===== src/ctrl_pkg.sv =====
`default_nettype none

package ctrl_pkg;

  ////////////////////////////////////////////////////////////////////////////
  // Host commands
  ////////////////////////////////////////////////////////////////////////////

  typedef enum logic [1:0] {
    LOAD = 2'd0,  // Write at load pointer
    EXEC = 2'd1,  // Read, compute, write back
    PEEK = 2'd2,  // Read one word on port a
    DUMP = 2'd3   // Next word of result region
  } cmd_op_t;

  typedef enum logic [1:0] {
    ADD  = 2'd0,
    SUB  = 2'd1,  // src1 minus src2
    XOR  = 2'd2,
    PASS = 2'd3   // src1 unchanged
  } alu_op_t;

  // Opcode 25:24, src2 23:16, src1 15:8, dst 7:0
  typedef logic [25:0] inst_t;

  ////////////////////////////////////////////////////////////////////////////
  // Sequencer
  ////////////////////////////////////////////////////////////////////////////

  typedef enum logic [2:0] {IDLE, ISSUE, WAIT, WRITE, ACK} seq_state_t;

  typedef logic [2:0] tmr_t;  // Latency count in cycles

endpackage

`default_nettype wire


===== src/mem_pkg.sv =====
`default_nettype none

package mem_pkg;

  ////////////////////////////////////////////////////////////////////////////
  // Word and lane layout
  ////////////////////////////////////////////////////////////////////////////

  localparam int LANE_W = 16;          // One lane
  localparam int LANES  = 2;           // Lanes per word
  localparam int WORD_W = LANES * LANE_W;

  // Lane 0 sits in the low half of the word
  typedef logic [LANE_W-1:0] lane_t;
  typedef logic [WORD_W-1:0] word_t;

  ////////////////////////////////////////////////////////////////////////////
  // Address space
  ////////////////////////////////////////////////////////////////////////////

  localparam int ADDR_W = 8;           // 256 words
  localparam int DEPTH  = 2 ** ADDR_W; // Entries per RAM copy

  typedef logic [ADDR_W-1:0] addr_t;

  // Start of the result region read back by DUMP
  localparam addr_t Y_BASE_DEF = 8'h20;

  ////////////////////////////////////////////////////////////////////////////
  // RAM timing
  ////////////////////////////////////////////////////////////////////////////

  // Read stage plus output register, like a BRAM in high-performance mode
  localparam int RD_LAT = 2;

endpackage

`default_nettype wire


===== src/lane_alu.sv =====
`default_nettype none

// Two-lane ALU with a registered result
// Lanes never carry into each other
module lane_alu (
  input  wire                    clk,
  input  wire                    rst,
  input  wire ctrl_pkg::alu_op_t op,
  input  wire mem_pkg::word_t    a,   // src1
  input  wire mem_pkg::word_t    b,   // src2
  output mem_pkg::word_t         y
);

  localparam int LW = mem_pkg::LANE_W;

  mem_pkg::word_t y_next;

  always_comb begin : lane_calc
    mem_pkg::lane_t la;
    mem_pkg::lane_t lb;
    mem_pkg::lane_t ly;
    y_next = '0;
    for (int i = 0; i < mem_pkg::LANES; i++) begin
      la = a[i*LW +: LW];
      lb = b[i*LW +: LW];
      unique case (op)
        ctrl_pkg::ADD:  ly = la + lb;  // Wraps mod 2^16
        ctrl_pkg::SUB:  ly = la - lb;
        ctrl_pkg::XOR:  ly = la ^ lb;
        ctrl_pkg::PASS: ly = la;
      endcase
      y_next[i*LW +: LW] = ly;
    end
  end

  // One cycle of latency
  always_ff @(posedge clk) begin
    if (rst) begin
      y <= '0;
    end else begin
      y <= y_next;
    end
  end

endmodule

`default_nettype wire


===== config.mk =====
export PLATFORM = sky130hd
export DESIGN_NAME = lane_alu
export DESIGN_NICKNAME = d
export VERILOG_FILES = /design/src/ctrl_pkg.sv /design/src/mem_pkg.sv /design/src/lane_alu.sv
export SDC_FILE = /design/constraint.sdc
export NUM_CORES = 1
export LEC_CHECK = 0
export BUFFER_PORTS_ARGS = -buffer_cell sky130_fd_sc_hd__buf_2
export CAP_MARGIN = 10
export CORE_MARGIN = 2
export CORE_UTILIZATION = 45
export CTS_BUF_LIST = sky130_fd_sc_hd__clkbuf_8 sky130_fd_sc_hd__clkbuf_16
export DETAILED_ROUTE_END_ITERATION = 12
export PLACE_DENSITY = 0.74
export SETUP_SLACK_MARGIN = 0.5
export SKIP_CTS_REPAIR_TIMING = 1
export SLEW_MARGIN = 5
export SYNTH_ARGS = -nofsm -noshare
export SYNTH_HDL_FRONTEND = slang
export SYNTH_SLANG_ARGS = --single-unit

===== constraint.sdc =====
create_clock -name clk -period 3.2 [get_ports clk]
set_input_delay 0 -clock clk [delete_from_list [all_inputs] [get_ports clk]]
set_output_delay 0 -clock clk [all_outputs]
set_load 0.1 [all_outputs]

==> reports/results.ini <==
[status]
status = complete, no violations

[layout]
mostFrequentLayoutCell = buf_2
instances_no_fill = 647
largest_reg_flops = 32
reg_top3 = y (32)
regMostFlops = y
area_growth_pct = 22.3
drive_gt1_share_pct = 23.7
final_area_um2 = 4230
utilization_pct = 57.5
fin_nets = 649
fillers = 731
diodes = 0
final_cell_mix = buf_2, xnor2_1, nor2_1

[global_routing]
overflow = 0
grt.total_usage_pct = 21.8
grt_pass1_vias = 3340
grt_max_degree = 46
antenna_found_initial = 0
grt_pass1_wl_um = 15200

[timing]
setup_viol = 0
min_period_ps = 2520
tightest_slew_ps = 584
post-route-period-util_pct = 78.8
relSlewSlack_pct = 61.1
final-max-slew-violation-count = 0
hold_viol = 0
max_freq_ghz = 0.396
final.setup.tns_ps = 0
rsz0062_at_grt = true

[routing]
first_iter_violations = 117
detail_route.wl_per_cell_um = 14.7
route.met2.wl_um = 4670
vias_per_cell = 5.50
m1WireLength_um = 4150
routed-wl-met3_um = 469
dr.pass1.iters = 4
highest_layer = met4
ant_nets = 0
drt-total-wl_um = 9490
vias = 3558
drcViolationCount = 0

[synthesis]
synth_nets = 551
syn_area_per_cell_um2 = 7.71
syn_area_um2 = 3460
yosys_register_bits = 32
synth_edf_count = 0
synth_warnings = 0
ys.flop_type = dfxtp_1
yosys.area.top_type = dfxtp_1
synth_area_leaders = dfxtp_1, xnor2_1, ha_1
synth_top_area_share_pct = 18.5
async_flop_share_pct = 0
syn_inst = 449
yosysUniqueCellTypes = 48
yosysSeqAreaShare_pct = 18.5

[floorplan]
die_w_um = 91.7
row_count = 31
io_pins = 100
die-area_um2 = 8410
initial_core_util_pct = 47.0
die_y_um = 91.7
core_region_area_um2 = 7370

[worst_setup_path]
worstSetupStartpointType = input pin
crit_type = input pin to register
cp_data_required_time_ps = 3400
crit_path_end_kind = register
startpoint = op[1]
cp-endpoint = y[31]
cp_max_fo = 6
worst_ep_arrival_time_ps = 2730

[clocking]
clock_path_buffers = 2
cts_tree = done
clkSinkCount = 32
cts_root_buf = clkbuf_8
clk_pin_slew_ps = 70
ctsHtreeMaxLevel = 2
numCtsBuffers = 5

[worst_hold_path]
min_path_type = input pin to register
worstHoldStart = a[0]

[place]
io_buffer_count = 99
placed_cell_area_um2 = 4090
place.gp.congestion = 0.883
dpl.hpwl_um = 7410
place_inst = 639

[power]
ir_drop_uv = 205
power.density_nw_per_um2 = 465
p_leak_nw = 1.92

[job]
drv_cap = 0

## worst max-delay path, stage by stage
cell,delay (ps)
buf_2,140
nor2b_1,230
buf_4,210
mux2i_2,290
ha_1,270
nor2b_1,140
o31ai_1,350
a32oi_1,280
a41oi_2,350
o21ai_1,130
xnor2_1,140
o31ai_1,190
## cell usage after synthesis (all sizes together) (8+ instances only)
library cell  number
nor2b             21
ha                32
dfxtp             32
nand2b             8
nor3               9
xnor2             60
o21a               8
nor2              51
o21ai             23
a31oi              8
inv               17
xor2              19
nand2             23
a211oi            20
nand3              9
a21oi             33
clkbuf            15
## where the power goes
group / switching, mW / leakage [nW] / total [mW] / internal [mW]
Clock: 0.159 / 0.0538 / 0.328 / 0.169
Combinational: 0.812 / 1.60 / 1.18 / 0.367
Sequential: 0.0135 / 0.267 / 0.464 / 0.451
Total: 0.984 / 1.92 / 1.97 / 0.987
## worst min path at each step
stage / slack (ps) / end / cells past startpoint
after floorplan: 180 / y[17] / 2
after global placement: 310 / y[16] / 3
after detailed placement: 320 / y[16] / 3
after CTS: 6 / y[16] / 3
after global routing: 30 / y[8] / 3
final: 10 / y[0] / 3
## cell type report
class,count,area (µm²),share of cell area [%]
multi-input cells,383,2750,65.0
flip-flops and latches,32,641,15.1
repair buffers,108,563,13.3
well taps,99,124,2.93
clock buffers,6,82.6,1.95
inverters,17,63.8,1.51
clock inverters,2,7.51,0.177
## metrics by stage
step / power, mW / setup slack [ps] / hold WS (ps)
2_1_floorplan: 1.40 / 504 / 180
3_3_place_gp: 1.62 / 328 / 309
3_5_place_dp: 1.63 / 228 / 315
4_1_cts: 1.96 / 524 / 5.82
5_1_grt: 2.09 / 471 / 32.5
6_report: 1.97 / 677 / 14.8
## routing by layer
metal / up-vias / global-route usage, %
met1: 1635 / 27.6
li1: 1797 / -
met3: 20 / 2.63
met5: - / 0
met2: 106 / 38.1
met4: 0 / 7.84
## cells by family after synthesis
kind of cell             count (synthesis)  share of synthesized area [%]
AND/OR/NAND/NOR                        139                           19.9
AO/OA/AOI/OAI                          128                           24.3
XOR/XNOR                                79                           20.0
buffers and inverters                   34                           3.69
adder cells (fa/ha/maj)                 34                           12.7
flip-flops                              32                           18.5
multiplexers                             3                          0.867
Note: power is estimated with default switching activity, not from simulation.
