[src/ctrl_pkg.sv]
`default_nettype none

package ctrl_pkg;

  ////////////////////////////////////////////////////////////////////////////
  // Host commands
  ////////////////////////////////////////////////////////////////////////////

  typedef enum logic [1:0] {
    LOAD = 2'd0,  // Write at load pointer
    EXEC = 2'd1,  // Read, compute, write back
    PEEK = 2'd2,  // Read one word on port a
    DUMP = 2'd3   // Next word of result region
  } cmd_op_t;

  typedef enum logic [1:0] {
    ADD  = 2'd0,
    SUB  = 2'd1,  // src1 minus src2
    XOR  = 2'd2,
    PASS = 2'd3   // src1 unchanged
  } alu_op_t;

  // Opcode 25:24, src2 23:16, src1 15:8, dst 7:0
  typedef logic [25:0] inst_t;

  ////////////////////////////////////////////////////////////////////////////
  // Sequencer
  ////////////////////////////////////////////////////////////////////////////

  typedef enum logic [2:0] {IDLE, ISSUE, WAIT, WRITE, ACK} seq_state_t;

  typedef logic [2:0] tmr_t;  // Latency count in cycles

endpackage

`default_nettype wire

[src/latency_timer.sv]
`default_nettype none

// Down-counter for RAM and ALU latency
// done is high in the cycle count cycles after load, count of 1 or more
module latency_timer (
  input  wire                 clk,
  input  wire                 rst,
  input  wire                 load,
  input  wire ctrl_pkg::tmr_t count,
  output logic                done
);

  ctrl_pkg::tmr_t cnt;
  logic           busy;  // Low when idle, keeps done quiet

  always_ff @(posedge clk) begin
    if (rst) begin
      cnt  <= '0;
      busy <= 1'b0;
    end else if (load) begin
      cnt  <= count - 1'b1;  // Load cycle counts as the first
      busy <= 1'b1;
    end else if (busy) begin
      if (cnt == '0) begin
        busy <= 1'b0;  // Single pulse
      end else begin
        cnt <= cnt - 1'b1;
      end
    end
  end

  assign done = busy && (cnt == '0);

endmodule

`default_nettype wire

[config.mk]
export PLATFORM = sky130hd
export DESIGN_NAME = latency_timer
export DESIGN_NICKNAME = d
export VERILOG_FILES = /design/src/ctrl_pkg.sv /design/src/latency_timer.sv
export SDC_FILE = /design/constraint.sdc
export NUM_CORES = 1
export LEC_CHECK = 0
export BUFFER_PORTS_ARGS = -buffer_cell sky130_fd_sc_hd__buf_2
export CAP_MARGIN = 20
export CORE_AREA = 5 5 42 44
export CTS_BUF_LIST = sky130_fd_sc_hd__clkbuf_8
export DETAILED_ROUTE_END_ITERATION = 10
export DIE_AREA = 0 0 47 49
export MAX_ROUTING_LAYER = met4
export PLACE_DENSITY = 0.44
export SYNTH_ARGS = -nofsm -noshare
export SYNTH_HDL_FRONTEND = slang
export SYNTH_SLANG_ARGS = --single-unit
export TNS_END_PERCENT = 10
[constraint.sdc]
create_clock -name clk -period 1.32 [get_ports clk]
set_clock_uncertainty 0.15 [all_clocks]
set_input_delay 0 -clock clk [delete_from_list [all_inputs] [get_ports clk]]
set_output_delay 0 -clock clk [all_outputs]
set_load 0.02 [all_outputs]
==> metrics.md, run 1 <==
| Metric | Value |
|---|---|
| Outcome | `complete, no violations` |
| Setup crit end kind | `flip-flop` |
| Synth Flop Type | `dfxtp_1` |
| Max-slew headroom | `0.8660` |
| Max-Cap Viols | `0` |
| CP startpoint kind | `flip-flop` |
| Top fanout value on the critical path | `5` |
| Setup-failing EPs final | `0` |
| Register area share after synthesis | `0.3404` |
| Worst EP arrival | `~1.3 ns` |
| Multi-input gate area | `about 160 µm²` |
| Area post-placement | `around 300 µm²` |
| Clock root cell | `clkbuf_8` |
| Post CTS Setup Buffer Count | `0` |
| Syn_area_per_cell | `just under 9 µm²` |
| Routability congestion estimate | `about 0.73` |
| Gr usage total | `0.06859` |
| Worst-skew pair later-pin latency | `~0.22 ns` |
| IO Port Bufs | `6` |
| Dominant cells by area after synthesis | `dfxtp_1 34%, mux2i_1 13%, nor2_1 6.4%` |
| Register area | `approximately 80 µm²` |
| Min-Delay Endpoint | `cnt[0]$_SDFFE_PP0P_` |
| Inst Count DP | `50` |
| Count of state elements after synthesis | `4` |
| Layout Nets | `50` |
| Largest net degree at the start of global routing | `7` |
| Clock Tree Buf Depth | `2` |
| Die Area | `2303 µm²` |
| Non-Filler Instances | `57` |
| Initial antenna violation count | `0` |
| Post-route DRC | `0` |
| Worst min-delay path startpoint | `load` |
| Vias | `260` |
| Final Core Density | `0.2759` |
| Comb power frac | `0.186` |
| Mapped Area | `between 200 and 250 µm²` |
| Site Rows | `14` |
| Pwr Density | `between 1000 and 1500 nW/µm²` |
| Least-Margin Pin Slew | `0.1993 ns` |
| Clock Power Share | `0.514` |
| ANT nets after route | `0` |
| Total overflow reported by the global router | `0` |
| Design area | `386.6 µm²` |
| Synth cell types | `16` |
| FF-to-FF End | `cnt[1]$_SDFFE_PP0P_` |
| Data required, critical path | `1.31 ns` |
| FF-to-FF Start | `cnt[0]$_SDFFE_PP0P_` |
| Starting DRT DRC Count | `3` |
| HP Class | `input port to flip-flop` |
| Sequential Power Share | `0.301` |
| CTS tree | `built` |
| Synthesis-to-finish area growth | `64.36%` |
| Slew Limit Fails | `0` |
| Fillcell total | `around 160` |
| CTS sink count | `4` |
| # IOs | `7` |
| Reg2reg setup slack | `~0.065 ns` |
| Post-synth ARST share | `0` |
| Ys Warns | `0` |
| Hold Vio Cnt, Final | `0` |
| Worst Reg-to-Reg Cells | `4` |
| F_max | `around 800 MHz` |
| Internal Power | `roughly 0.38 mW` |
| Post-synth top area share | `0.3404` |
| Post-synth top area cell | `dfxtp_1` |
| Synth Instances | `27` |
| Vias in the first global route | `239` |
| Vias/cell | `between 4 and 5` |
| Sw Ratio | `0.2311` |
| Die W | `between 40 and 50 µm` |
| Final period utilization | `0.9504` |
| TritonRoute pass-1 iters | `2` |
| Leak Pwr | `~0.17 nW` |
| Setup TNS | `0 ns` |
| Clock period minus worst slack | `about 1.3 ns` |
| Diodes inserted | `0` |
| First-pass GRT wire length | `979 µm` |
| Worst-path clk slew | `0.03 ns` |
| Post-Syn Nets | `34` |
| Initial Util | `0.1679` |
| H-Tree Depth | `1` |
| DR WL/cell | `roughly 11 µm` |
| Setup Crit Path Kind | `flip-flop to flip-flop` |
| RSZ-0062 raised after global routing | `false` |
| Layout cells sized above 1 | `0.3415` |
| Number of flops mapped to enable cells by yosys | `0` |
| Total length of routed wires | `between 600 and 700 µm` |
| Core Box Area | `1401 µm²` |
| Num CTS Buffers | `3` |
| DIE HEIGHT | `~49 µm` |
| Switch Pwr | `~0.11 mW` |
| VDD IR max | `around 0.84 mV` |
| Hold path depth | `3` |
## critical path, stage by stage (launching register included)
cell      delay (ns)
dfxtp_2         0.34
mux2i_1         0.14
ha_2            0.28
o21bai_1        0.15
a21oi_1         0.13
## cell usage after synthesis, types with 2 or more instances
library cell,number
nand3_1,2
nor2_1,4
dfxtp_1,4
mux2i_1,3
nand2_1,2
a21oi_1,2
## what timing repair did
| item | in CTS | in global routing |
|---|---|---|
| resized for setup | 0 | 3 |
| hold buffers | 4 | 0 |
| setup endpoints to repair | 0 | 3 |
| endpoints found under the hold margin | 4 | 0 |
## cell type report
cell class	count	area share
multi-input cells	22	0.4110
repair buffers	12	0.2201
flip-flops and latches	4	0.2104
clock buffers	3	0.1068
well taps	16	0.05178
## cell usage in the layout, fill, tap and decap left out, types with 2 or more instances in the layout
| cell type | count |
|---|---|
| buf_2 | 6 |
| a21oi_1 | 2 |
| buf_4 | 2 |
| dfxtp_1 | 3 |
| dlygate4sd3_1 | 4 |
| nand3_1 | 2 |
| nor2_1 | 4 |
| nand2_1 | 2 |
| mux2i_1 | 3 |
| clkbuf_8 | 3 |
## cell families (layout without fill, tap and decap cells)
logic type / Yosys count / after routing / share of synthesized area
mux: 3 / 3 / 0.1277
simple gates: 11 / 11 / 0.2447
buf+inv: 1 / 15 / 0.02126
fa+ha+maj: 1 / 1 / 0.05318
flops: 4 / 4 / 0.3404
xor+xnor: 1 / 1 / 0.03724
compound gates: 6 / 6 / 0.1756
## flip-flops by register name, summed over array words and instances, names as in the netlist
name / count
cnt: 3
busy: 1
## layer usage
metal,vias up,GRT usage,wire length (µm)
li1,127,-,-
met1,122,0.05714,240
met2,7,0.09502,308
met3,4,0.06642,46
met4,0,0.04147,23
met5,-,-,0
## power by group through the flow
stage	combinational, mW	sequential, mW	clock (mW)
3_3_place_gp	0.0804	0.149	0
3_5_place_dp	0.0804	0.148	0
6_report	0.0919	0.149	0.254
4_1_cts	0.0903	0.147	0.263
5_1_grt	0.101	0.151	0.276
2_1_floorplan	0.0516	0.147	0
## worst max-delay path by stage
stage | from | endpoint | slack (ns) | cells past startpoint
final | cnt[0]$_SDFFE_PP0P_ | cnt[1]$_SDFFE_PP0P_ | 0.07 | 4
after global routing | cnt[0]$_SDFFE_PP0P_ | cnt[2]$_SDFFE_PP0P_ | 0.002 | 5
after CTS | cnt[0]$_SDFFE_PP0P_ | cnt[2]$_SDFFE_PP0P_ | 0.004 | 5
after detailed placement | cnt[0]$_SDFFE_PP0P_ | cnt[2]$_SDFFE_PP0P_ | 0.01 | 5
after global placement | cnt[0]$_SDFFE_PP0P_ | cnt[2]$_SDFFE_PP0P_ | 0.004 | 5
after floorplan | cnt[0]$_SDFFE_PP0P_ | done | 0.05 | 1
## per-stage QoR
| step | hold WS (ns) | power [mW] | worst slack (ns) |
|---|---|---|---|
| floorplan | -0.08093 | 0.1986 | 0.05020 |
| global placement | 0.08551 | 0.2292 | 0.004280 |
| detailed placement | 0.08381 | 0.2289 | 0.009541 |
| CTS | 0.06517 | 0.5005 | 0.003996 |
| global route | 0.08041 | 0.5275 | 0.002116 |
| finish | 0.07042 | 0.4947 | 0.06547 |
Note: power is estimated with default switching activity, not from simulation.
==> run 2, diff against run 1 <==
--- a/config.mk
+++ b/config.mk
@@ -5,7 +5,8 @@
 export SDC_FILE = /design/constraint.sdc
 export NUM_CORES = 1
 export LEC_CHECK = 0
-export BUFFER_PORTS_ARGS = -buffer_cell sky130_fd_sc_hd__buf_2
+export ABC_CLOCK_PERIOD_IN_PS = 1320
+export BUFFER_PORTS_ARGS = -buffer_cell sky130_fd_sc_hd__clkbuf_2
 export CAP_MARGIN = 20
 export CORE_AREA = 5 5 42 44
 export CTS_BUF_LIST = sky130_fd_sc_hd__clkbuf_8
@@ -13,6 +14,7 @@
 export DIE_AREA = 0 0 47 49
 export MAX_ROUTING_LAYER = met4
 export PLACE_DENSITY = 0.44
+export SETUP_SLACK_MARGIN = 0.5
 export SYNTH_ARGS = -nofsm -noshare
 export SYNTH_HDL_FRONTEND = slang
 export SYNTH_SLANG_ARGS = --single-unit
==> metrics.md, run 2 (synthesis gave the netlist of run 1 again) <==
| Metric | Value |
|---|---|
| Starting DRT DRC Count | `2` |
| Crit path launch | `cnt[0]$_SDFFE_PP0P_` |
| Reg2reg setup slack | `roughly 0.075 ns` |
| H-Tree Depth | `1` |
| Worst hold slack | `-0.1307 ns` |
| Worst Path Buf+Inv | `0` |
| CP startpoint kind | `flip-flop` |
| # IOs | `7` |
| DIE HEIGHT | `49 µm` |
| Final period utilization | `0.9430` |
| Worst path top cell family by delay | `flip-flops` |
| HP Class | `input port to flip-flop` |
| Met3 Track Usage GR | `0.03321` |
| Vias | `229` |
| Vias/cell | `4.321` |
| Worst-skew pair later-pin latency | `~0.21 ns` |
| Fillcell total | `roughly 160` |
| Most flop-heavy register | `cnt` |
| Max-slew headroom | `0.8627` |
| CTS sink count | `4` |
| CP cell instances | `mux2i_1 > ha_2 > o21bai_1 > a21oi_1` |
| Num CTS Buffers | `3` |
| Core Box Area | `between 1000 and 1500 µm²` |
| Leading cell type in the layout, fill and taps excluded | `clkbuf_2` |
| Post-route DRC | `0` |
| Setup TNS | `0 ns` |
| FF-to-FF End | `cnt[1]$_SDFFE_PP0P_` |
| Top fanout value on the critical path | `5` |
| Sequential Power Share | `0.311` |
| Vias in the first global route | `225` |
| RSZ-0062 raised after global routing | `true` |
| Worst-path clk slew | `about 0.03 ns` |
| Clock period minus worst slack | `1.245 ns` |
| Sw Ratio | `0.2226` |
| Setup Crit Path Kind | `flip-flop to flip-flop` |
| F_max | `between 800 and 900 MHz` |
| Worst Reg-to-Reg Cells | `4` |
| Max-Cap Viols | `0` |
| Layout cells sized above 1 | `0.4054` |
| Failing checks | `hold timing` |
| Initial Util | `0.1679` |
| Site Rows | `14` |
| Max FFs per register | `3` |
| Routability congestion estimate | `0.6442` |
| Diodes inserted | `0` |
| Cell count along the critical path | `4` |
| Slew Limit Fails | `0` |
| Busiest metal layer after global routing | `met2` |
| Data required, critical path | `around 1.3 ns` |
| IO Port Bufs | `6` |
| Switch Pwr | `0.1068 mW` |
| Dpl ws | `about 0.080 ns` |
| Clock Power Share | `0.517` |
| Biggest regs | `cnt x3, busy x1` |
| M2 GR Usage | `0.07919` |
| Largest net degree at the start of global routing | `8` |
| Most frequent cells in the layout | `5 x clkbuf_2, 4 x nor2_1, 3 x mux2i_1, 3 x clkbuf_8` |
| Die Area | `2303 µm²` |
| Internal Power | `0.3731 mW` |
| Gr usage total | `0.05844` |
| HPWL Detailed | `between 400 and 500 µm` |
| Total power | `about 0.48 mW` |
| Final worst setup slack | `around 0.075 ns` |
| Least-Margin Pin Slew | `0.2042 ns` |
| Layout Nets | `46` |
| M1 GR Usage | `0.05482` |
| Total overflow reported by the global router | `0` |
| Area post-placement | `~300 µm²` |
| Setup-failing EPs final | `0` |
| Critical Path End | `cnt[1]$_SDFFE_PP0P_` |
| Slowest-stage cell, CP | `dfxtp_2` |
| CTS tree | `built` |
| Leak Pwr | `0.1520 nW` |
| Biggest cell delay along the critical path | `0.33 ns` |
| Outcome | `finished with violations` |
| VDD IR max | `between 0.5 and 0.6 mV` |
| Initial antenna violation count | `0` |
| Clock root cell | `clkbuf_8` |
| DR WL/cell | `between 9 and 10 µm` |
| Synthesis-to-finish area growth | `47.87%` |
| First-pass GRT wire length | `890 µm` |
| Design area | `roughly 350 µm²` |
| Total length of routed wires | `a little over 500 µm` |
| Die W | `~47 µm` |
| Comb power frac | `0.171` |
| Pwr Density | `~1400 nW/µm²` |
| TritonRoute pass-1 iters | `4` |
| ANT nets after route | `0` |
| Worst EP arrival | `1.23 ns` |
| Clock Tree Buf Depth | `2` |
| Setup crit end kind | `flip-flop` |
| Hold Vio Cnt, Final | `4` |
| FF-to-FF Start | `cnt[0]$_SDFFE_PP0P_` |
run 2: how the worst min path moves through the flow:
| stage | from | to | slack, ns | depth (start not counted) |
|---|---|---|---|---|
| after global routing | rst | cnt[1]$_SDFFE_PP0P_ | -0.11 | 2 |
| after CTS | rst | cnt[1]$_SDFFE_PP0P_ | -0.13 | 2 |
| after floorplan | rst | cnt[1]$_SDFFE_PP0P_ | -0.09 | 1 |
| final | rst | cnt[1]$_SDFFE_PP0P_ | -0.13 | 2 |
| after global placement | rst | cnt[1]$_SDFFE_PP0P_ | 0.08 | 2 |
| after detailed placement | rst | cnt[1]$_SDFFE_PP0P_ | 0.09 | 2 |
run 2: repair_timing:
action / CTS / global route
hold endpoints to repair: 4 / 3
pin swaps: 0 / 2
resized for setup: 0 / 2
endpoints found under the setup margin: 5 / 5
buffers inserted: 0 / 0
cloned: 0 / 0
run 2: cell type report:
| class | count | area, µm² | area share |
|---|---|---|---|
| multi-input combinational | 22 | 158.9 | 0.4568 |
| clock buffer | 3 | 41.29 | 0.1187 |
| tap | 16 | 20.02 | 0.05755 |
| timing repair buffer | 8 | 45.04 | 0.1295 |
| sequential | 4 | 82.58 | 0.2374 |
run 2: power groups by stage:
| stage | logic [mW] | registers (mW) | clock network, mW |
|---|---|---|---|
| after floorplan | 0.0529 | 0.150 | 0 |
| after global placement | 0.0818 | 0.151 | 0 |
| after detailed placement | 0.0814 | 0.151 | 0 |
| after CTS | 0.0818 | 0.149 | 0.259 |
| after global routing | 0.0943 | 0.151 | 0.265 |
| final | 0.0823 | 0.149 | 0.248 |
run 2: through the flow:
stage | cells | utilization | hold slack, ns
after floorplan | 27 | - | -0.08835
after global placement | 50 | 0.2170 | 0.08326
after detailed placement | 50 | 0.2170 | 0.09071
after CTS | 53 | 0.2464 | -0.1343
after global routing | 53 | 0.2482 | -0.1131
final | 53 | 0.2482 | -0.1307
run 2: routing by layer:
metal | part of all wire | up-vias
met5 | 0 | -
met4 | 0.0097 | 0
met3 | 0.075 | 2
met2 | 0.46 | 4
met1 | 0.45 | 103
li1 | - | 120
run 2: worst reg2reg max path, cell delays in order, from the launching register on:
cell and delay, ns:
dfxtp_2 0.33, mux2i_1 0.14, ha_2 0.29, o21bai_1 0.15, a21oi_1 0.11
