### config.mk
export PLATFORM = sky130hd
export DESIGN_NAME = cmd_sequencer
export DESIGN_NICKNAME = d
export VERILOG_FILES = /design/src/ctrl_pkg.sv /design/src/mem_pkg.sv /design/src/cmd_sequencer.sv
export SDC_FILE = /design/constraint.sdc
export NUM_CORES = 1
export LEC_CHECK = 0
export ABC_AREA = 1
export BUFFER_PORTS_ARGS = -buffer_cell sky130_fd_sc_hd__buf_2
export CORE_ASPECT_RATIO = 1.1
export CORE_UTILIZATION = 40
export CTS_BUF_LIST = sky130_fd_sc_hd__clkbuf_8
export DETAILED_ROUTE_END_ITERATION = 6
export GPL_TIMING_DRIVEN = 0
export HOLD_SLACK_MARGIN = 0.06
export PLACE_DENSITY = 0.88
export SKIP_LAST_GASP = 1
export SLEW_MARGIN = 10
export SYNTH_ARGS = -nofsm -noshare
export SYNTH_HDL_FRONTEND = slang
export SYNTH_SLANG_ARGS = --single-unit
### constraint.sdc
create_clock -name clk -period 2.4 [get_ports clk]
set_input_delay 0 -clock clk [delete_from_list [all_inputs] [get_ports clk]]
set_output_delay 0 -clock clk [all_outputs]
set_load 0.02 [all_outputs]
### src/ctrl_pkg.sv
`default_nettype none

package ctrl_pkg;

  ////////////////////////////////////////////////////////////////////////////
  // Host commands
  ////////////////////////////////////////////////////////////////////////////

  typedef enum logic [1:0] {
    LOAD = 2'd0,  // Write at load pointer
    EXEC = 2'd1,  // Read, compute, write back
    PEEK = 2'd2,  // Read one word on port a
    DUMP = 2'd3   // Next word of result region
  } cmd_op_t;

  typedef enum logic [1:0] {
    ADD  = 2'd0,
    SUB  = 2'd1,  // src1 minus src2
    XOR  = 2'd2,
    PASS = 2'd3   // src1 unchanged
  } alu_op_t;

  // Opcode 25:24, src2 23:16, src1 15:8, dst 7:0
  typedef logic [25:0] inst_t;

  ////////////////////////////////////////////////////////////////////////////
  // Sequencer
  ////////////////////////////////////////////////////////////////////////////

  typedef enum logic [2:0] {IDLE, ISSUE, WAIT, WRITE, ACK} seq_state_t;

  typedef logic [2:0] tmr_t;  // Latency count in cycles

endpackage

`default_nettype wire

### src/mem_pkg.sv
`default_nettype none

package mem_pkg;

  ////////////////////////////////////////////////////////////////////////////
  // Word and lane layout
  ////////////////////////////////////////////////////////////////////////////

  localparam int LANE_W = 16;          // One lane
  localparam int LANES  = 2;           // Lanes per word
  localparam int WORD_W = LANES * LANE_W;

  // Lane 0 sits in the low half of the word
  typedef logic [LANE_W-1:0] lane_t;
  typedef logic [WORD_W-1:0] word_t;

  ////////////////////////////////////////////////////////////////////////////
  // Address space
  ////////////////////////////////////////////////////////////////////////////

  localparam int ADDR_W = 8;           // 256 words
  localparam int DEPTH  = 2 ** ADDR_W; // Entries per RAM copy

  typedef logic [ADDR_W-1:0] addr_t;

  // Start of the result region read back by DUMP
  localparam addr_t Y_BASE_DEF = 8'h20;

  ////////////////////////////////////////////////////////////////////////////
  // RAM timing
  ////////////////////////////////////////////////////////////////////////////

  // Read stage plus output register, like a BRAM in high-performance mode
  localparam int RD_LAT = 2;

endpackage

`default_nettype wire

### src/cmd_sequencer.sv
`default_nettype none

// Command FSM for the four-phase req/ack port
// One command at a time, steers memory, ALU and timer
module cmd_sequencer (
  input  wire                    clk,
  input  wire                    rst,
  input  wire                    cmd_req,
  input  wire ctrl_pkg::cmd_op_t cmd_op,
  input  wire ctrl_pkg::inst_t   cmd_inst,
  output logic                   cmd_ack,
  output logic                   ld_we,
  output logic                   wb_we,
  output logic                   rd_ab,
  output logic                   rd_c,
  output mem_pkg::addr_t         rd_addr_a,
  output mem_pkg::addr_t         rd_addr_b,
  output mem_pkg::addr_t         wb_addr,
  output ctrl_pkg::alu_op_t      alu_op,
  output logic                   tmr_load,
  output ctrl_pkg::tmr_t         tmr_count,
  input  wire                    tmr_done,
  output logic                   rsp_sel,   // 1 picks port c
  output logic                   rsp_load
);

  ctrl_pkg::seq_state_t state;
  ctrl_pkg::seq_state_t state_nxt;
  ctrl_pkg::cmd_op_t    op_q;  // Command in flight

  ////////////////////////////////////////////////////////////////////////////
  // State register and command capture
  ////////////////////////////////////////////////////////////////////////////

  always_ff @(posedge clk) begin
    if (rst) begin
      state <= ctrl_pkg::IDLE;
      op_q  <= ctrl_pkg::LOAD;
    end else begin
      state <= state_nxt;
      if (state == ctrl_pkg::IDLE && cmd_req) begin
        op_q <= cmd_op;
      end
    end
  end

  // Opcode and dst held for the ALU and write-back
  always_ff @(posedge clk) begin
    if (state == ctrl_pkg::ISSUE) begin
      alu_op  <= ctrl_pkg::alu_op_t'(cmd_inst[25:24]);
      wb_addr <= cmd_inst[7:0];
    end
  end

  ////////////////////////////////////////////////////////////////////////////
  // Next state
  ////////////////////////////////////////////////////////////////////////////

  always_comb begin
    state_nxt = state;
    unique case (state)
      ctrl_pkg::IDLE: begin
        if (cmd_req) begin
          state_nxt = ctrl_pkg::ISSUE;
        end
      end
      ctrl_pkg::ISSUE: begin
        // LOAD needs no read
        state_nxt = (op_q == ctrl_pkg::LOAD) ? ctrl_pkg::ACK : ctrl_pkg::WAIT;
      end
      ctrl_pkg::WAIT: begin
        if (tmr_done) begin
          state_nxt = (op_q == ctrl_pkg::EXEC) ? ctrl_pkg::WRITE : ctrl_pkg::ACK;
        end
      end
      ctrl_pkg::WRITE: state_nxt = ctrl_pkg::ACK;
      ctrl_pkg::ACK: begin
        if (!cmd_req) begin
          state_nxt = ctrl_pkg::IDLE;  // Host released the request
        end
      end
    endcase
  end

  ////////////////////////////////////////////////////////////////////////////
  // Outputs
  ////////////////////////////////////////////////////////////////////////////

  assign rd_addr_a = cmd_inst[15:8];   // src1, PEEK address too
  assign rd_addr_b = cmd_inst[23:16];  // src2

  assign cmd_ack  = (state == ctrl_pkg::ACK);
  assign ld_we    = (state == ctrl_pkg::ISSUE) && (op_q == ctrl_pkg::LOAD);
  assign rd_ab    = (state == ctrl_pkg::ISSUE) &&
                    (op_q == ctrl_pkg::PEEK || op_q == ctrl_pkg::EXEC);
  assign rd_c     = (state == ctrl_pkg::ISSUE) && (op_q == ctrl_pkg::DUMP);
  assign tmr_load = (state == ctrl_pkg::ISSUE) && (op_q != ctrl_pkg::LOAD);
  assign wb_we    = (state == ctrl_pkg::WRITE);

  // EXEC waits one more cycle for the ALU register
  assign tmr_count = (op_q == ctrl_pkg::EXEC) ? ctrl_pkg::tmr_t'(mem_pkg::RD_LAT + 1)
                                              : ctrl_pkg::tmr_t'(mem_pkg::RD_LAT);

  assign rsp_load = (state == ctrl_pkg::WAIT) && tmr_done && (op_q != ctrl_pkg::EXEC);
  assign rsp_sel  = (op_q == ctrl_pkg::DUMP);

endmodule

`default_nettype wire

==> qor.txt, run 1 <==
PWR
---------------------------------------------------------------------------------
Power consumption ..................................................       901 uW
Leakage power figure ...............................................  0.000684 uW
Peak supply drop ...................................................     0.306 mV
Ratio of total power to cell area ..................................  701 mW/mm^2

FINISH
---------------------------------------------------------------------------------
Commonest cells after routing, fill and taps aside ................. sky130_fd_sc_hd__buf_2, sky130_fd_sc_hd__nor2_1, sky130_fd_sc_hd__buf_4
Number of inserted diodes ..........................................            0
Total Nets Final ...................................................          193
Share of cells above drive strength 1 ..............................        52.9%
Commonest non-fill, non-tap cell in the layout ..................... sky130_fd_sc_hd__buf_2
Filler cells .......................................................          136
Synth-to-Final Area Change .........................................        55.8%

SYNTH
---------------------------------------------------------------------------------
Fraction of the yosys area taken by sequential cells ...............        48.6%
Cell count after synthesis .........................................           90
Cell type with the highest aggregate area in the netlist ........... sky130_fd_sc_hd__edfxtp_1
Synth Warn # .......................................................            0
Number of different library cells in the post-synthesis netlist ....           17
Flops & latches, synth .............................................           15
Netlist area before placement ......................................    825 sq um
Syn Nets ...........................................................          125
Average cell area after synthesis ..................................   9.16 sq um
Area share of the largest cell type after synthesis ................        36.4%
Leading cell types by total area after synthesis ................... sky130_fd_sc_hd__edfxtp_1, sky130_fd_sc_hd__buf_4, sky130_fd_sc_hd__dfxtp_1

CLOCK NETWORK
---------------------------------------------------------------------------------
Total CTS buffers ..................................................            3
Clock latency at the later pin of the worst-skew pair ..............      0.24 ns
Register clock-pin slew on the reported worst setup and hold paths .      0.06 ns
Clock sink count ...................................................           15
Number of buffers inserted by post-CTS setup repair ................            0
Clock Tree Root .................................................... sky130_fd_sc_hd__clkbuf_8
Clock tree from TritonCTS ..........................................         done
Bufs on Longest Clock Path .........................................            2
Count of hold buffers inserted by post-cts repair ..................           13
Cts repair resizes .................................................            0
H-tree depth .......................................................            1

STA
---------------------------------------------------------------------------------
Number of endpoints failing setup at the final stage ...............            0
Post-layout min period .............................................      1.96 ns
Count of final max-slew check failures .............................            0
Max transition margin ..............................................        43.4%
Final setup skew ...................................................   0.00102 ns
Maximum clock frequency ............................................      510 MHz
Setup repair after global routing missed its margin ................        false
Number of failing hold endpoints at the final stage ................            0
Post-route clock period utilization ................................        81.7%
Post-Route Setup TNS ...............................................         0 ns
Slew @ Worst Pin ...................................................     0.846 ns

OUTCOME
---------------------------------------------------------------------------------
Run status ......................................................... complete, no violations

DRT
---------------------------------------------------------------------------------
DRC errors left ....................................................            0
Final routed wirelength across all metal layers ....................      2080 um
Number of detailed-routing iterations run before antenna repair ....            4
DR vias/cell .......................................................         4.43
Final ANT Viol Nets ................................................            0
DR WL/cell .........................................................      11.3 um
First-iteration detailed-routing DRC count .........................            3
Number of vias in the routed layout ................................          816

FLOW RUN
---------------------------------------------------------------------------------
MaxCap Viol Count ..................................................            0

FLOORPLANNING
---------------------------------------------------------------------------------
Total Die Area ..................................................... 0.00225 sq mm
Ports ..............................................................           69
Vertical die dimension .............................................      49.6 um
Die width ..........................................................      45.3 um
Effective utilization at floorplan .................................        44.3%
Core Footprint ..................................................... 0.00186 sq mm
Cell row count .....................................................           16

SETUP PATH
---------------------------------------------------------------------------------
Max Fanout on Critical Path ........................................           11
Class of the most critical setup path .............................. register to primary output
Req. time, crit path ...............................................      2.40 ns
Crit start category ................................................     register
Data arrival time of the worst path ................................      1.96 ns
Nature of the critical path endpoint ............................... primary output

GLOBAL ROUTE
---------------------------------------------------------------------------------
Largest net degree at the start of global routing ..................           12
Wire length of the first global-routing pass .......................      3070 um
Number of global-route vias before repair ..........................          754
Remaining global-route overflow ....................................            0
Initial antenna violation count ....................................            0
Total GRT Usage ....................................................        19.5%

PLACE
---------------------------------------------------------------------------------
Placed wire-length estimate after detailed placement ...............      1470 um
GPL Wtd Cong .......................................................        0.811
Quantity of I/O buffers inserted on ports ..........................           50

HOLD PATH
---------------------------------------------------------------------------------
Worst min path class ............................................... primary input to register

kinds of logic after synthesis:
kind of cell               Yosys count  synth area share (%)
buffers and inverters               33                  23.2
and+or+nand+nor                     33                  19.4
DFF                                 15                  48.6
AOI/OAI and AO/OA                    4                  3.34
adders and majority gates            3                  4.55
other                                2                 0.911
critical path, cell delays in order, from the launching register on:
cell and delay, ns:
sky130_fd_sc_hd__dfxtp_1 0.36, sky130_fd_sc_hd__inv_2 0.13, sky130_fd_sc_hd__nand2_2 0.07, sky130_fd_sc_hd__nor2_1 0.65
sky130_fd_sc_hd__inv_1 0.18, sky130_fd_sc_hd__nor2_1 0.15, sky130_fd_sc_hd__buf_2 0.18
metal layers:
metal	vias up	share of wire, %	track usage [%]
met4	0	2.8	10.6
met3	9	12	5.49
li1	396	-	-
met5	-	0	0
met2	72	53	38.4
met1	339	32	15.8
synthesized netlist by cell type (all sizes together):
cell type  count
a21oi          1
dfxtp          5
ha             3
nor3           1
nand4          1
nand3          6
buf           18
inv           15
nor2          21
edfxtp        10
conb           2
a211oi         3
nand2          4
path summary, 6_finish.rpt:
path	startpoint	endpoint	slack (ns)	cells after the start
max	state[2]	ld_we	0.44	6
min	cmd_req	op_q[1]	0.09	3
max reg2reg	state[2]	wb_addr[5]	0.82	3
min reg2reg	op_q[1]	op_q[1]	0.52	2
power breakdown:
group          total, uW  internal [uW]  switching (uW)
Combinational        345            125             220
Sequential           356            332            24.3
Clock                200            115            85.5
final cells by class:
| type | instances | area, sq um | share of cell area (%) |
|---|---|---|---|
| Sequential cell | 15 | 400 | 31.2 |
| Timing Repair Buffer | 63 | 380 | 29.6 |
| Multi-Input combinational cell | 42 | 233 | 18.1 |
| Buffer | 18 | 135 | 10.5 |
| Inverter | 15 | 56.3 | 4.38 |
| Clock buffer | 3 | 41.3 | 3.21 |
| Tap cell | 27 | 33.8 | 2.63 |
| Clock inverter | 1 | 5.00 | 0.389 |
flip-flops by register name, summed over array words and instances (netlist names):
signal / flops
wb_addr: 8
alu_op: 2
state: 3
op_q: 2
metrics by stage:
stage          std cells  cell area, sq um  worst slack, ns  util (%)  hold WS, ns
2_1_floorplan         90               825            0.961         -       0.0724
3_3_place_gp         167              1110            0.849      59.5        0.178
3_5_place_dp         167              1110            0.764      59.5        0.178
4_1_cts              184              1280            0.504      69.0       0.0868
5_1_grt              184              1280            0.245      69.0       0.0953
6_report             184              1280            0.439      69.0       0.0881
Power figures use the tool's default switching activity.
==> inputs of run 2 (changes only) <==
CORE_UTILIZATION = 35   (was 40)
PLACE_DENSITY = 0.82   (was 0.88)
clock period = 1.8 ns   (was 2.4 ns; I/O delays follow)
==> qor.txt, run 2 (synthesis gave the netlist of run 1 again) <==
HOLD PATH
---------------------------------------------------------------------------------
Cell depth of the worst hold path ..................................            3
Worst min path class ............................................... primary input to register
Origin of the worst min-delay path .................................      cmd_req
Hold-critical path endpoint ........................................      op_q[1]

SETUP PATH
---------------------------------------------------------------------------------
Max Fanout on Critical Path ........................................           11
Data arrival time of the worst path ................................      1.50 ns
Class of the most critical setup path .............................. register to primary output
Crit start category ................................................     register
Beginning of the worst register-to-register path ...................      op_q[0]
Worst R2R Path Depth ...............................................            9
RR Endpoint ........................................................     state[1]
Critical path launch point .........................................     state[2]
Req. time, crit path ...............................................      1.80 ns
Reg-to-reg slack, setup ............................................      0.59 ns
Nature of the critical path endpoint ............................... primary output

FINISH
---------------------------------------------------------------------------------
Synth-to-Final Area Change .........................................        57.1%
Number of inserted diodes ..........................................            0
Share of cells above drive strength 1 ..............................        52.9%
Commonest cells after routing, fill and taps aside ................. sky130_fd_sc_hd__buf_2, sky130_fd_sc_hd__buf_4, sky130_fd_sc_hd__nor2_1
Commonest non-fill, non-tap cell in the layout ..................... sky130_fd_sc_hd__buf_2
Register bank with the most flops ..................................      wb_addr
Total Nets Final ...................................................          193
Top Registers ...................................................... wb_addr x8, state x3
Number of flip-flops under the largest register name ...............            8

CLOCK NETWORK
---------------------------------------------------------------------------------
Register clock-pin slew on the reported worst setup and hold paths .      0.06 ns
Clock sink count ...................................................           15
Clock latency at the later pin of the worst-skew pair ..............      0.24 ns
Bufs on Longest Clock Path .........................................            2
H-tree depth .......................................................            1
Clock Tree Root .................................................... sky130_fd_sc_hd__clkbuf_8
Clock tree from TritonCTS ..........................................         done
Total CTS buffers ..................................................            3
Number of buffers inserted by post-CTS setup repair ................            0

GLOBAL ROUTE
---------------------------------------------------------------------------------
Wire length of the first global-routing pass .......................      2640 um
Remaining global-route overflow ....................................            0
Initial antenna violation count ....................................            0
Total GRT Usage ....................................................        14.8%
Largest net degree at the start of global routing ..................           12
Number of global-route vias before repair ..........................          688

STA
---------------------------------------------------------------------------------
Number of failing hold endpoints at the final stage ................            0
Setup repair after global routing missed its margin ................        false
Post-Route Setup TNS ...............................................         0 ns
Maximum clock frequency ............................................      666 MHz
Count of final max-slew check failures .............................            0
Post-route clock period utilization ................................        83.4%
PnR worst setup slack ..............................................     0.299 ns
Post-layout min period .............................................      1.50 ns
Number of endpoints failing setup at the final stage ...............            0
Final setup skew ...................................................   0.00193 ns

OUTCOME
---------------------------------------------------------------------------------
Run status ......................................................... complete, no violations

DRT
---------------------------------------------------------------------------------
Final routed wirelength across all metal layers ....................      1830 um
Final ANT Viol Nets ................................................            0
Number of detailed-routing iterations run before antenna repair ....            4
Number of vias in the routed layout ................................          804
DRC errors left ....................................................            0
First-iteration detailed-routing DRC count .........................            9
DR WL/cell .........................................................      9.78 um
DR vias/cell .......................................................         4.30

FLOORPLANNING
---------------------------------------------------------------------------------
Effective utilization at floorplan .................................        37.0%
Cell row count .....................................................           18
Total Die Area ..................................................... 0.00255 sq mm
Vertical die dimension .............................................      52.9 um
Ports ..............................................................           69
Core Footprint ..................................................... 0.00223 sq mm
Die width ..........................................................      48.3 um

PLACE
---------------------------------------------------------------------------------
DP Worst Slack .....................................................     0.181 ns
GPL Wtd Cong .......................................................        0.680
Placed wire-length estimate after detailed placement ...............      1360 um
Quantity of I/O buffers inserted on ports ..........................           50

PWR
---------------------------------------------------------------------------------
Internal Pwr Total .................................................       762 uW
Leakage power figure ...............................................  0.000685 uW
Net switching fraction of the power ................................        36.1%
Flop pwr share .....................................................        39.8%
Clk pwr share ......................................................        21.6%
Peak supply drop ...................................................     0.393 mV
Ratio of total power to cell area ..................................  920 mW/mm^2
Combinational group share of total power ...........................        38.7%
Net switching power figure .........................................       429 uW

FLOW RUN
---------------------------------------------------------------------------------
MaxCap Viol Count ..................................................            0

-- run 2: cell count changes in the layout (fill, tap and decap cells not counted) --
cell	before	now
sky130_fd_sc_hd__nor2_1	18	17
sky130_fd_sc_hd__clkinv_2	1	0
sky130_fd_sc_hd__inv_1	12	13
sky130_fd_sc_hd__nor2_4	0	1
-- run 2: area by class of cell --
cell class | count | area (sq um)
inverters | 15 | 56.3
clock buffers | 3 | 41.3
fillers | 192 | 935
flip-flops and latches | 15 | 400
plain buffers | 18 | 135
multi-input cells | 42 | 240
clock inverters | 1 | 3.75
repair buffers | 63 | 380
well taps | 30 | 37.5
-- run 2: per-stage QoR --
step           total power, uW  instances  hold WS (ns)  utilization, %  cell area [sq um]
2_1_floorplan              784         90        0.0724               -                825
6_report                  1190        187        0.0789            58.1               1290
5_1_grt                   1270        187         0.121            58.1               1290
3_3_place_gp               893        170         0.178            49.9               1110
3_5_place_dp               907        170         0.179            49.9               1110
4_1_cts                   1190        187        0.0725            57.9               1290
-- run 2: routing by layer --
layer	routed length, um	GRT usage [%]	share of wire (%)	vias to the layer above
met2	928	26.4	51	62
met5	0	0	0	-
met4	26	7.87	1.4	0
met1	664	15.2	36	342
met3	209	3.07	11	4
li1	-	-	-	396
-- run 2: worst max-delay path: stages (launching register included) --
cell                      delay (ns)
sky130_fd_sc_hd__dfxtp_1        0.36
sky130_fd_sc_hd__inv_2          0.13
sky130_fd_sc_hd__nand2_2        0.10
sky130_fd_sc_hd__nor2_4         0.26
sky130_fd_sc_hd__inv_1          0.12
sky130_fd_sc_hd__nor2_1         0.12
sky130_fd_sc_hd__buf_2          0.18
-- run 2: power by group through the flow --
stage                     Combinational, uW  Clock (uW)  Sequential [uW]
after floorplan                         258           0              525
after global placement                  418           0              475
after detailed placement                429           0              478
after CTS                               455         266              471
after global routing                    513         274              482
final                                   461         257              474
-- run 2: timing repair --
item                                    CTS  global route
endpoints found under the setup margin    3             1
hold buffers                             13             0
hold endpoints to repair                 15             0
resized for setup                         1             1
-- run 2: how the worst max path moves through the flow --
stage	to	cells past startpoint
final	ld_we	6
after global routing	rd_ab	6
after CTS	ld_we	6
after detailed placement	ld_we	6
after global placement	ld_we	6
after floorplan	ld_we	5
